<file path="src/common/uart_pkg.sv">
/*
 * Shared constants and types for the APB UART peripheral.
 * Holds the line timing, the APB bus widths, the register map,
 * the status bit positions and the FSM state encodings.
 * Modules import it inside their body and use scoped names in port lists.
 */

`default_nettype none

package uart_pkg;

  // ====================
  // Line timing
  // ====================
  localparam int CLK_FREQ  = 16_000_000;
  localparam int BAUD_RATE = 1_000_000;
  localparam int BAUD_DIV  = CLK_FREQ / BAUD_RATE;
  // Start bit confirmation point
  localparam int HALF_BAUD = BAUD_DIV / 2;

  // Bus and character widths
  localparam int ADDR_WIDTH = 8;
  localparam int DATA_WIDTH = 32;
  localparam int BYTE_WIDTH = 8;

  // ====================
  // Register map
  // ====================
  localparam logic [ADDR_WIDTH-1:0] REG_CONTROL = 8'h00;
  localparam logic [ADDR_WIDTH-1:0] REG_STATUS  = 8'h04;
  localparam logic [ADDR_WIDTH-1:0] REG_TX_DATA = 8'h08;
  localparam logic [ADDR_WIDTH-1:0] REG_RX_DATA = 8'h0C;

  // Status bits 1 to 3 are sticky and cleared by writing 1
  localparam int ST_TX_BUSY  = 0;
  localparam int ST_TX_DONE  = 1;
  localparam int ST_RX_VALID = 2;
  localparam int ST_RX_ERROR = 3;

  // FSM states
  typedef enum logic [1:0] {
    TX_IDLE,
    TX_START,
    TX_DATA,
    TX_STOP
  } tx_state_e;

  typedef enum logic [1:0] {
    RX_IDLE,
    RX_START,
    RX_DATA,
    RX_STOP
  } rx_state_e;

endpackage

`default_nettype wire
</file>
<file path="src/common/uart_tx_if.sv">
/*
 * Link between the register block and the transmitter.
 * The register block loads the byte and pulses tx_start;
 * the transmitter reports busy and a done pulse at the end of the stop bit.
 */

`default_nettype none

interface uart_tx_if;
  import uart_pkg::*;

  logic [BYTE_WIDTH-1:0] tx_data;
  logic                  tx_start;
  logic                  tx_busy;
  logic                  tx_done;

  modport regs (
    output tx_data,
    output tx_start,
    input  tx_busy,
    input  tx_done
  );

  modport tx (
    input  tx_data,
    input  tx_start,
    output tx_busy,
    output tx_done
  );

endinterface

`default_nettype wire

</file>
<file path="src/hw/apb_uart.sv">
/*
 * Top level of the APB UART peripheral.
 * Connects the APB register block to the transmitter and receiver.
 * Slave errors are never signalled.
 */

`default_nettype none

module apb_uart (
  input  logic                            clk,
  input  logic                            rst_n,
  input  logic [uart_pkg::ADDR_WIDTH-1:0] paddr,
  input  logic                            psel,
  input  logic                            penable,
  input  logic                            pwrite,
  input  logic [uart_pkg::DATA_WIDTH-1:0] pwdata,
  output logic [uart_pkg::DATA_WIDTH-1:0] prdata,
  output logic                            pready,
  output logic                            pslverr,
  input  logic                            uart_rx,
  output logic                            uart_tx,
  output logic                            irq
);
  import uart_pkg::*;

  logic [BYTE_WIDTH-1:0] rx_data;
  logic                  rx_valid;
  logic                  rx_error;

  uart_tx_if tx_link ();

  assign pslverr = 1'b0;

  uart_regs uart_regs_i (
    .clk      (clk),
    .rst_n    (rst_n),
    .paddr    (paddr),
    .psel     (psel),
    .penable  (penable),
    .pwrite   (pwrite),
    .pwdata   (pwdata),
    .prdata   (prdata),
    .pready   (pready),
    .tx       (tx_link.regs),
    .rx_data  (rx_data),
    .rx_valid (rx_valid),
    .rx_error (rx_error),
    .irq      (irq)
  );

  uart_tx uart_tx_i (
    .clk   (clk),
    .rst_n (rst_n),
    .tx    (tx_link.tx),
    .line  (uart_tx)
  );

  uart_rx uart_rx_i (
    .clk      (clk),
    .rst_n    (rst_n),
    .line     (uart_rx),
    .rx_data  (rx_data),
    .rx_valid (rx_valid),
    .rx_error (rx_error)
  );

endmodule

`default_nettype wire

</file>
<file path="src/hw/uart/uart_regs.sv">
/*
 * APB register block of the UART.
 * Zero-wait-state decode of control, status, transmit and receive registers.
 * A write to the transmit register starts a frame when the transmitter is idle.
 * Status bits 1 to 3 are sticky; irq pulses once per transmit or receive event.
 */

`default_nettype none

module uart_regs (
  input  logic                            clk,
  input  logic                            rst_n,
  input  logic [uart_pkg::ADDR_WIDTH-1:0] paddr,
  input  logic                            psel,
  input  logic                            penable,
  input  logic                            pwrite,
  input  logic [uart_pkg::DATA_WIDTH-1:0] pwdata,
  output logic [uart_pkg::DATA_WIDTH-1:0] prdata,
  output logic                            pready,
  uart_tx_if.regs                         tx,
  input  logic [uart_pkg::BYTE_WIDTH-1:0] rx_data,
  input  logic                            rx_valid,
  input  logic                            rx_error,
  output logic                            irq
);
  import uart_pkg::*;

  logic                  wr_en;
  logic [DATA_WIDTH-1:0] control_q;
  logic [BYTE_WIDTH-1:0] rx_byte_q;
  logic [DATA_WIDTH-1:0] sticky_set;
  logic [DATA_WIDTH-1:0] sticky_clr;
  logic [DATA_WIDTH-1:0] sticky_q;
  logic [DATA_WIDTH-1:0] status_word;

  assign wr_en  = psel && penable && pwrite;
  assign pready = psel && penable;

  // ====================
  // Writable registers
  // ====================
  always_ff @(posedge clk or negedge rst_n) begin
    if (!rst_n) begin
      control_q   <= '0;
      tx.tx_data  <= '0;
      tx.tx_start <= 1'b0;
    end else begin
      tx.tx_start <= 1'b0;
      if (wr_en && paddr == REG_CONTROL) control_q <= pwdata;
      if (wr_en && paddr == REG_TX_DATA) begin
        tx.tx_data  <= pwdata[BYTE_WIDTH-1:0];
        // Byte is kept but not sent while a frame is running
        tx.tx_start <= !tx.tx_busy;
      end
    end
  end

  always_ff @(posedge clk or negedge rst_n) begin
    if (!rst_n) rx_byte_q <= '0;
    else if (rx_valid) rx_byte_q <= rx_data;
  end

  // A new event wins over a clear of the sticky status
  always_comb begin
    sticky_set              = '0;
    sticky_set[ST_TX_DONE]  = tx.tx_done;
    sticky_set[ST_RX_VALID] = rx_valid;
    sticky_set[ST_RX_ERROR] = rx_error;
    sticky_clr = (wr_en && paddr == REG_STATUS) ? pwdata : '0;
  end

  always_ff @(posedge clk or negedge rst_n) begin
    if (!rst_n) begin
      sticky_q <= '0;
      irq      <= 1'b0;
    end else begin
      sticky_q <= (sticky_q & ~sticky_clr) | sticky_set;
      irq      <= tx.tx_done | rx_valid | rx_error;
    end
  end

  always_comb begin
    status_word             = sticky_q;
    status_word[ST_TX_BUSY] = tx.tx_busy;
  end

  // Read mux
  always_comb begin
    prdata = '0;
    if (psel && !pwrite) begin
      case (paddr)
        REG_CONTROL: prdata = control_q;
        REG_STATUS:  prdata = status_word;
        REG_TX_DATA: prdata = {{(DATA_WIDTH - BYTE_WIDTH){1'b0}}, tx.tx_data};
        REG_RX_DATA: prdata = {{(DATA_WIDTH - BYTE_WIDTH){1'b0}}, rx_byte_q};
        default:     prdata = '0;
      endcase
    end
  end

endmodule

`default_nettype wire

</file>
<file path="src/hw/uart/uart_rx.sv">
/*
 * UART deserializer, 8 data bits, no parity, one stop bit.
 * The line passes a two-flop synchronizer; a falling edge starts a frame,
 * the start bit is confirmed at half a bit and data is sampled at mid-bit.
 * Emits rx_valid with the byte, or rx_error on a low stop bit.
 */

`default_nettype none

module uart_rx (
  input  logic                            clk,
  input  logic                            rst_n,
  input  logic                            line,
  output logic [uart_pkg::BYTE_WIDTH-1:0] rx_data,
  output logic                            rx_valid,
  output logic                            rx_error
);
  import uart_pkg::*;

  rx_state_e                     state;
  logic                          line_meta;
  logic                          line_sync;
  logic                          line_prev;
  logic [$clog2(BAUD_DIV)-1:0]   baud_cnt;
  logic                          baud_tick;
  logic                          half_tick;
  logic [2:0]                    bit_cnt;
  logic [BYTE_WIDTH-1:0]         shift_q;

  // ====================
  // Input synchronizer
  // ====================
  always_ff @(posedge clk or negedge rst_n) begin
    if (!rst_n) begin
      line_meta <= 1'b1;
      line_sync <= 1'b1;
      line_prev <= 1'b1;
    end else begin
      line_meta <= line;
      line_sync <= line_meta;
      line_prev <= line_sync;
    end
  end

  assign baud_tick = (baud_cnt == $bits(baud_cnt)'(BAUD_DIV - 1));
  assign half_tick = (baud_cnt == $bits(baud_cnt)'(HALF_BAUD - 1));

  // ====================
  // Frame FSM
  // ====================
  always_ff @(posedge clk or negedge rst_n) begin
    if (!rst_n) begin
      state    <= RX_IDLE;
      baud_cnt <= '0;
      bit_cnt  <= '0;
      rx_valid <= 1'b0;
      rx_error <= 1'b0;
    end else begin
      rx_valid <= 1'b0;
      rx_error <= 1'b0;
      // Restart at confirmation so later samples sit at mid-bit
      if (state == RX_IDLE || baud_tick || (state == RX_START && half_tick))
        baud_cnt <= '0;
      else
        baud_cnt <= baud_cnt + 1'b1;

      case (state)
        RX_IDLE: begin
          bit_cnt <= '0;
          if (line_prev && !line_sync) state <= RX_START;
        end
        RX_START: begin
          // Glitch rejection
          if (half_tick) state <= line_sync ? RX_IDLE : RX_DATA;
        end
        RX_DATA: begin
          if (baud_tick) begin
            bit_cnt <= bit_cnt + 1'b1;
            if (bit_cnt == 3'd7) state <= RX_STOP;
          end
        end
        RX_STOP: begin
          if (baud_tick) begin
            rx_valid <= line_sync;
            rx_error <= !line_sync;
            state    <= RX_IDLE;
          end
        end
        default: state <= RX_IDLE;
      endcase
    end
  end

  always_ff @(posedge clk) begin
    if (state == RX_DATA && baud_tick) shift_q <= {line_sync, shift_q[BYTE_WIDTH-1:1]};
    if (state == RX_STOP && baud_tick && line_sync) rx_data <= shift_q;
  end

endmodule

`default_nettype wire

</file>
<file path="src/hw/uart/uart_tx.sv">
/*
 * UART serializer, 8 data bits, no parity, one stop bit.
 * A tx_start pulse launches a frame; the line drops on the next cycle
 * and every bit lasts exactly BAUD_DIV clocks, LSB first.
 */

`default_nettype none

module uart_tx (
  input  logic    clk,
  input  logic    rst_n,
  uart_tx_if.tx   tx,
  output logic    line
);
  import uart_pkg::*;

  tx_state_e                     state;
  logic [$clog2(BAUD_DIV)-1:0]   baud_cnt;
  logic                          baud_tick;
  logic [2:0]                    bit_cnt;
  logic [BYTE_WIDTH-1:0]         shift_q;

  assign baud_tick = (baud_cnt == $bits(baud_cnt)'(BAUD_DIV - 1));

  always_ff @(posedge clk or negedge rst_n) begin
    if (!rst_n) begin
      state      <= TX_IDLE;
      baud_cnt   <= '0;
      bit_cnt    <= '0;
      line       <= 1'b1;
      tx.tx_busy <= 1'b0;
      tx.tx_done <= 1'b0;
    end else begin
      tx.tx_done <= 1'b0;
      // Counter restarts with each frame
      if (state == TX_IDLE || baud_tick) baud_cnt <= '0;
      else baud_cnt <= baud_cnt + 1'b1;

      case (state)
        TX_IDLE: begin
          bit_cnt <= '0;
          if (tx.tx_start) begin
            line       <= 1'b0;
            tx.tx_busy <= 1'b1;
            state      <= TX_START;
          end
        end
        TX_START: begin
          if (baud_tick) begin
            line    <= shift_q[0];
            bit_cnt <= '0;
            state   <= TX_DATA;
          end
        end
        TX_DATA: begin
          if (baud_tick) begin
            if (bit_cnt == 3'd7) begin
              line  <= 1'b1;
              state <= TX_STOP;
            end else begin
              line    <= shift_q[0];
              bit_cnt <= bit_cnt + 1'b1;
            end
          end
        end
        TX_STOP: begin
          if (baud_tick) begin
            tx.tx_done <= 1'b1;
            tx.tx_busy <= 1'b0;
            state      <= TX_IDLE;
          end
        end
        default: state <= TX_IDLE;
      endcase
    end
  end

  // Bit 0 of the shift register is the next bit out
  always_ff @(posedge clk) begin
    if (state == TX_IDLE && tx.tx_start) shift_q <= tx.tx_data;
    else if (baud_tick && state != TX_IDLE) shift_q <= shift_q >> 1;
  end

endmodule

`default_nettype wire

</file>
<file path="config.mk">
export PLATFORM = sky130hd
export DESIGN_NAME = apb_uart
export DESIGN_NICKNAME = d
export VERILOG_FILES = /design/src/common/uart_pkg.sv /design/src/common/uart_tx_if.sv /design/src/hw/apb_uart.sv /design/src/hw/uart/uart_regs.sv /design/src/hw/uart/uart_rx.sv /design/src/hw/uart/uart_tx.sv
export SDC_FILE = /design/constraint.sdc
export NUM_CORES = 1
export LEC_CHECK = 0
export BUFFER_PORTS_ARGS = -buffer_cell sky130_fd_sc_hd__buf_2
export CORE_MARGIN = 5
export CORE_UTILIZATION = 61
export DETAILED_ROUTE_END_ITERATION = 7
export HOLD_SLACK_MARGIN = 0.12
export MAX_ROUTING_LAYER = met4
export PLACE_DENSITY = 0.84
export SETUP_SLACK_MARGIN = 0.2
export SYNTH_ARGS = -nofsm -noshare
export SYNTH_HDL_FRONTEND = slang
export SYNTH_HIERARCHICAL = 1
export SYNTH_SLANG_ARGS = --single-unit
export TNS_END_PERCENT = 1
</file>
<file path="constraint.sdc">
create_clock -name clk -period 3.5 [get_ports clk]
set_input_delay 0 -clock clk [delete_from_list [all_inputs] [get_ports clk]]
set_output_delay 0 -clock clk [all_outputs]
set_load 0.05 [all_outputs]
</file>
# After elaboration in Yosys (flattened, before gate mapping)
# Index checks and enable logic that the tools add are counted.
# totals
reg_bits	132
latchBits	0
mem_bits_rw	0
rom_bits	0
inputBits	46
output_inout_bits	36
wordCells	131
n_memories	0
# classes
n_addsub	4
mul	0
n_div	0
order_cmp	0
n_eq_ne	25
n_shift	0
mux	41
bitwise	5
reduce_logical	33
# ops
op	count
32-bit case mux with 4 select lines	1
32-bit 2-to-1 mux	2
32-bit bitwise AND	1
32-bit inverter	1
32-bit by 4-bit bitwise OR with 32-bit output	1
2-bit 2-to-1 mux	11
8-bit by 4-bit equality test with 1-bit output (second input constant)	2
8-bit 2-to-1 mux	2
2-bit by 1-bit != test with 1-bit output (second input constant)	8
2-bit case mux with 4 select lines	2
1-bit logical AND	13
1-bit 2-to-1 mux	13
3-bit 2-to-1 mux	4
5-bit AND reduction	2
3-bit case mux with 3 select lines	1
4-bit by 1-bit adder with 4-bit output (second input constant)	2
2-bit equality test (second input constant)	4
4-bit equality test (second input constant)	2
8-bit by 3-bit equality test with 1-bit output (second input constant)	1
8-bit zero test	1
4-bit 2-to-1 mux	2
4-bit AND reduction	2
2-bit nonzero test	4
3-bit by 1-bit adder with 3-bit output (second input constant)	2
other kinds (14)	24

# Logic depth before layout (Yosys ltp)
# logic_depth
ltp_word	7
mapped_depth	6
ltp_nobuf	5

# Modules after synthesis
# The synthesis kept the hierarchy.
# modules_own_cells
mod	n_inst	cells_each	area_each_um2	seq_area_each_um2
uart_regs	1	263	3609.7	2026.9
uart_rx	1	69	1113.6	834.6
uart_tx	1	80	1039.7	541.8
apb_uart	1	2	11.3	0.0

# Worst setup path after synthesis
# Ideal clock, no wire load.
# synth_timing
path_type	flip-flop to flip-flop
start	register uart_tx_i.state[0]
end	register uart_tx_i.shift_q[0], enable pin
t_arrival_ps	1441
required_time_ps	3116
path_slack_ps	1675
stages_incl_launch_ff	5
path_buffers	1
period_less_slack_ps	1825
path_cell_list	dfrtp_1 inv_1 ha_1 buf_4 o21ai_0
# synth_via
elab_chain_cells	3
elab_cells_between_ends	5
classes_between	5 x reduce/logical
# synth_lines
item	line_no	rtl
from (decl)	uart_tx.sv:17	tx_state_e state;
from (signal assigned)	uart_tx.sv:27	state <= TX_IDLE;
from (signal assigned)	uart_tx.sv:45	state <= TX_START;
from (signal assigned)	uart_tx.sv:52	state <= TX_DATA;
2-bit nonzero test / 2-bit zero test (equally long branches)	uart_tx.sv:81, uart_tx.sv:80	
1-bit logical AND, on equally long branches	uart_tx.sv:81, uart_tx.sv:80	
2-bit nonzero test (no source line) *	--	
to (signal assigned)	uart_tx.sv:80	if (state == TX_IDLE && tx.tx_start) shift_q <= tx.tx_data;
to (signal assigned)	uart_tx.sv:81	else if (baud_tick && state != TX_IDLE) shift_q <= shift_q >> 1;
to (decl)	uart_tx.sv:21	logic [BYTE_WIDTH-1:0] shift_q;
# Mark *: on every way between the ends. The rest lies on a longest branch, timed or not.
# A chain may end at the register's enable or synchronous reset.

# Final worst setup path
# layout_timing
start	input paddr[6] (netlist bit)
end	register uart_regs_i.sticky_q[6]
# layout_via
elab_chain_cells	6
# layout_lines
item	line_no	rtl
from (decl)	apb_uart.sv:12	input logic [uart_pkg::ADDR_WIDTH-1:0] paddr,
8-bit by 3-bit equality test with 1-bit output	uart_regs.sv:69	sticky_clr = (wr_en && paddr == REG_STATUS) ? pwdata : '0;
1-bit logical AND	uart_regs.sv:69	
32-bit 2-to-1 mux	uart_regs.sv:69	
32-bit inverter	uart_regs.sv:77	sticky_q <= (sticky_q & ~sticky_clr) | sticky_set;
32-bit bitwise AND	uart_regs.sv:77	
32-bit by 4-bit bitwise OR with 32-bit output	uart_regs.sv:77	
to (signal assigned)	uart_regs.sv:77	
to (decl)	uart_regs.sv:33	logic [DATA_WIDTH-1:0] sticky_q;
# Every way passes these cells.

==> summary.md <==
| Metric | Value |
|---|---|
| N_diodes | 0 |
| Mapped Cells | 414 |
| Min-delay worst type | in -> reg |
| DP HPWL | about 8000 µm |
| Critical Path End Type | flop |
| Clock root buffer | clkbuf_8 |
| Post-synthesis cell type count | 55 |
| # resized after CTS | 0 |
| WL per Instance | ~21 µm |
| Layout cells sized above 1 | 0.344 |
| Area Overhead vs Synth | 29.5% |
| Maximum clock insertion buffer count | 2 |
| WS Path Type | in -> reg |
| Flops & latches, synth | ~130 |
| Lkg Pwr | roughly 0.0035 µW |
| Pin count of the biggest net entering global routing | 58 |
| Final period util | 0.831 |
| CORE AREA | ~9200 µm² |
| Horiz. Die Dim | between 100 and 150 µm |
| Antenna violations before repair | 0 |
| Ys async rst share | 0.817 |
| First-pass GRT wire length | 23,300 µm |
| Routed Antenna Nets | 0 |
| Worst IR Drop VDD | 0.624 mV |
| DRT iter0 DRCs | between 200 and 300 |
| Vias in the first global route | between 4,000 and 5,000 |
| Max Slew Vio Count | 0 |
| CTS Buf Count | 17 |
| Post-synth EDFFs | 24 |
| FILL cells | about 470 |
| Cell Rows | 35 |
| Top cells by area, synth | dfrtp_1 45%, edfxtp_1 12%, mux2_2 11% |
| Worst slew margin | 0.294 |
| Final Hold Viols | 0 |
| Synth area leader | dfrtp_1 |
| Max frequency | roughly 0.34 GHz |
| H-tree depth | 4 |
| Mapped Area | slightly below 6000 µm² |
| Layout Skew | 0.00594 ns |
| Nets@finish | between 600 and 700 |
| Sequential cell area | around 3400 µm² |
| Setup TNS | 0 ns |
| Die Ht | between 100 and 150 µm |
| DRT Wirelength | around 15,000 µm |
| Final setup margin | slightly below 0.6 ns |
| RSZ-0062 raised after global routing | false |
| Top_reg_cell synth | dfrtp_1 |
| Required @ worst endpoint | around 3.9 ns |
| Worst hold stages | 2 |
| Multi-input logic area | around 2200 µm² |
| Initial Utilization | 0.625 |
| R2R cell count | 3 |
| Reg2Reg Setup Slack | approximately 1.4 ns |
| GRT Resource Usage Total | 0.277 |
| Final Util | 0.809 |
| I/O pin count | 82 |
| Syn avg cell area | 13.9 µm² |
| Worst-path maximum fanout | 15 |
| Slew @ Worst Pin | 1.05 ns |
| Setup WS pre-CTS | 1.43 ns |
| Crit path launch type | input port |
| Worst path arrival time | 3.30 ns |
| Min cycle time layout | slightly below 3 ns |
| Clk sinks | between 100 and 150 |
| Clock Latency Late Sink | about 0.51 ns |
| Synth top area share | 0.446 |
| Post-Syn Nets | ~470 |
| Final setup fails | 0 |
| 1st-pass router iterations | 4 |
| Clock transition at path regs | approximately 0.060 ns |
| Die area | 11,500 µm² |
| Synth Warn # | 6 |
| DR vias/cell | 5.81 |
| Drt drc | 0 |
| Status | completed |
| IO Port Bufs | 80 |
| GRT overflow | 0 |
| Max cap viols | 0 |
| Power per cell area | between 500 and 600 nW/µm² |
| Gpl congestion | 0.834 |
| Vias | 4,071 |
| Sequential fraction of the synthesis area | 0.589 |
| TritonCTS clock tree | built |
[per-stage QoR]
step                cell area [µm²]  power (µW)  hold slack, ns  std cells
global route                   7480        4390           0.141        701
CTS                            7480        4190           0.121        701
global placement               6290        2300         -0.0851        613
finish                         7480        4220           0.134        701
detailed placement             6290        2340         -0.0813        613
floorplan                      5770        2180          -0.296        414
[report_power, final]
part           switching, µW  total [µW]  internal, µW  leakage [µW]
clock                    682        1850          1160      0.000291
combinational            312         606           294       0.00157
sequential               117        1770          1650       0.00165
total                   1110        4220          3110       0.00351
[registers in the layout (all words and copies together), names as in the netlist, named ones only]
signal                   cells
uart_regs_i/control_q       32
uart_regs_i/sticky_q        31
uart_regs_i/rx_byte_q        8
uart_regs_i/tx.tx_data       8
uart_rx_i/rx_data            8
uart_rx_i/shift_q            8
uart_tx_i/shift_q            8
uart_rx_i/baud_cnt           4
uart_tx_i/baud_cnt           4
uart_rx_i/bit_cnt            3
uart_tx_i/bit_cnt            3
uart_tx_i/state              2
uart_regs_i/irq              1
uart_regs_i/tx.tx_start      1
uart_rx_i/line_meta          1
uart_rx_i/line_prev          1
uart_rx_i/line_sync          1
uart_rx_i/rx_error           1
uart_rx_i/rx_valid           1
uart_rx_i/state              1
uart_tx_i/line               1
uart_tx_i/tx.tx_busy         1
uart_tx_i/tx.tx_done         1
[per-layer routing]
layer  track usage  up-vias  part of all wire
li1              -     1794                 -
met2         0.467      146              0.53
met4         0.135        0             0.047
met5             -        -                 0
met3        0.0636       65             0.042
met1         0.312     2066              0.38
[synthesized netlist by cell type, types with 3 or more instances]
| library cell | number |
|---|---|
| buf_6 | 3 |
| mux4_2 | 8 |
| a21oi_1 | 6 |
| and2_1 | 3 |
| clkbuf_1 | 7 |
| nor2b_1 | 12 |
| edfxtp_1 | 24 |
| mux2_2 | 54 |
| o21ai_0 | 3 |
| ha_1 | 12 |
| a22o_1 | 5 |
| nand3_1 | 4 |
| buf_2 | 4 |
| dfstp_2 | 4 |
| mux2i_1 | 27 |
| a21boi_0 | 28 |
| nand2_1 | 9 |
| dfrtp_1 | 103 |
| inv_1 | 8 |
| nand4_1 | 4 |
| mux2_1 | 4 |
| nor2_1 | 35 |
| nor3_1 | 8 |
[final cells by class]
class	instances	area share
inverters	8	0.00402
clock buffers	20	0.0624
well taps	129	0.0216
repair buffers	144	0.137
clock inverters	11	0.0199
flip-flops and latches	131	0.455
multi-input cells	258	0.300
[layout by cell type (no fill, tap or decap), drive strengths merged, types with 9 or more instances in the layout]
master | netlist | final
dfrtp | 103 | 103
buf | 10 | 87
mux2 | 59 | 59
dlygate4sd3 | 0 | 57
nor2 | 35 | 35
a21boi | 29 | 29
mux2i | 27 | 27
edfxtp | 24 | 24
clkbuf | 7 | 20
nor2b | 12 | 12
ha | 12 | 12
inv | 8 | 10
nand2 | 9 | 9
[critical path, cell delays in order]
cell,delay (ns)
dlygate4sd3_1,0.52
buf_2,0.13
or4_4,0.45
dlygate4sd3_1,0.64
nor4_4,0.69
a21boi_0,0.25
dlygate4sd3_1,0.62
[kinds of logic (layout without fill, tap and decap cells)]
family / Yosys count / in the layout / synth area share
compound gates: 52 / 52 / 0.0667
xor+xnor: 3 / 3 / 0.00455
mux: 94 / 94 / 0.194
flops: 131 / 131 / 0.589
other cells: 1 / 1 / 0.000649
buf+inv: 25 / 183 / 0.0223
fa+ha+maj: 12 / 12 / 0.0260
simple gates: 96 / 96 / 0.0966
[worst paths after layout]
path,start,end
setup / recovery,paddr[6],uart_regs_i/sticky_q[6]
setup reg to reg,uart_rx_i/baud_cnt[0],uart_rx_i/rx_data[6]
min in group asynchronous,rst_n,uart_tx_i/line
hold / removal,uart_rx,uart_rx_i/line_meta
hold reg to reg,uart_rx_i/line_meta,uart_rx_i/line_sync
max in group asynchronous,rst_n,uart_regs_i/sticky_q[25]
[what timing repair did]
action	in CTS	in global routing
endpoints found under the hold margin	179	0
hold buffers	57	0
buffers inserted	0	0
No activity file was read; power rests on OpenSTA's default activity.
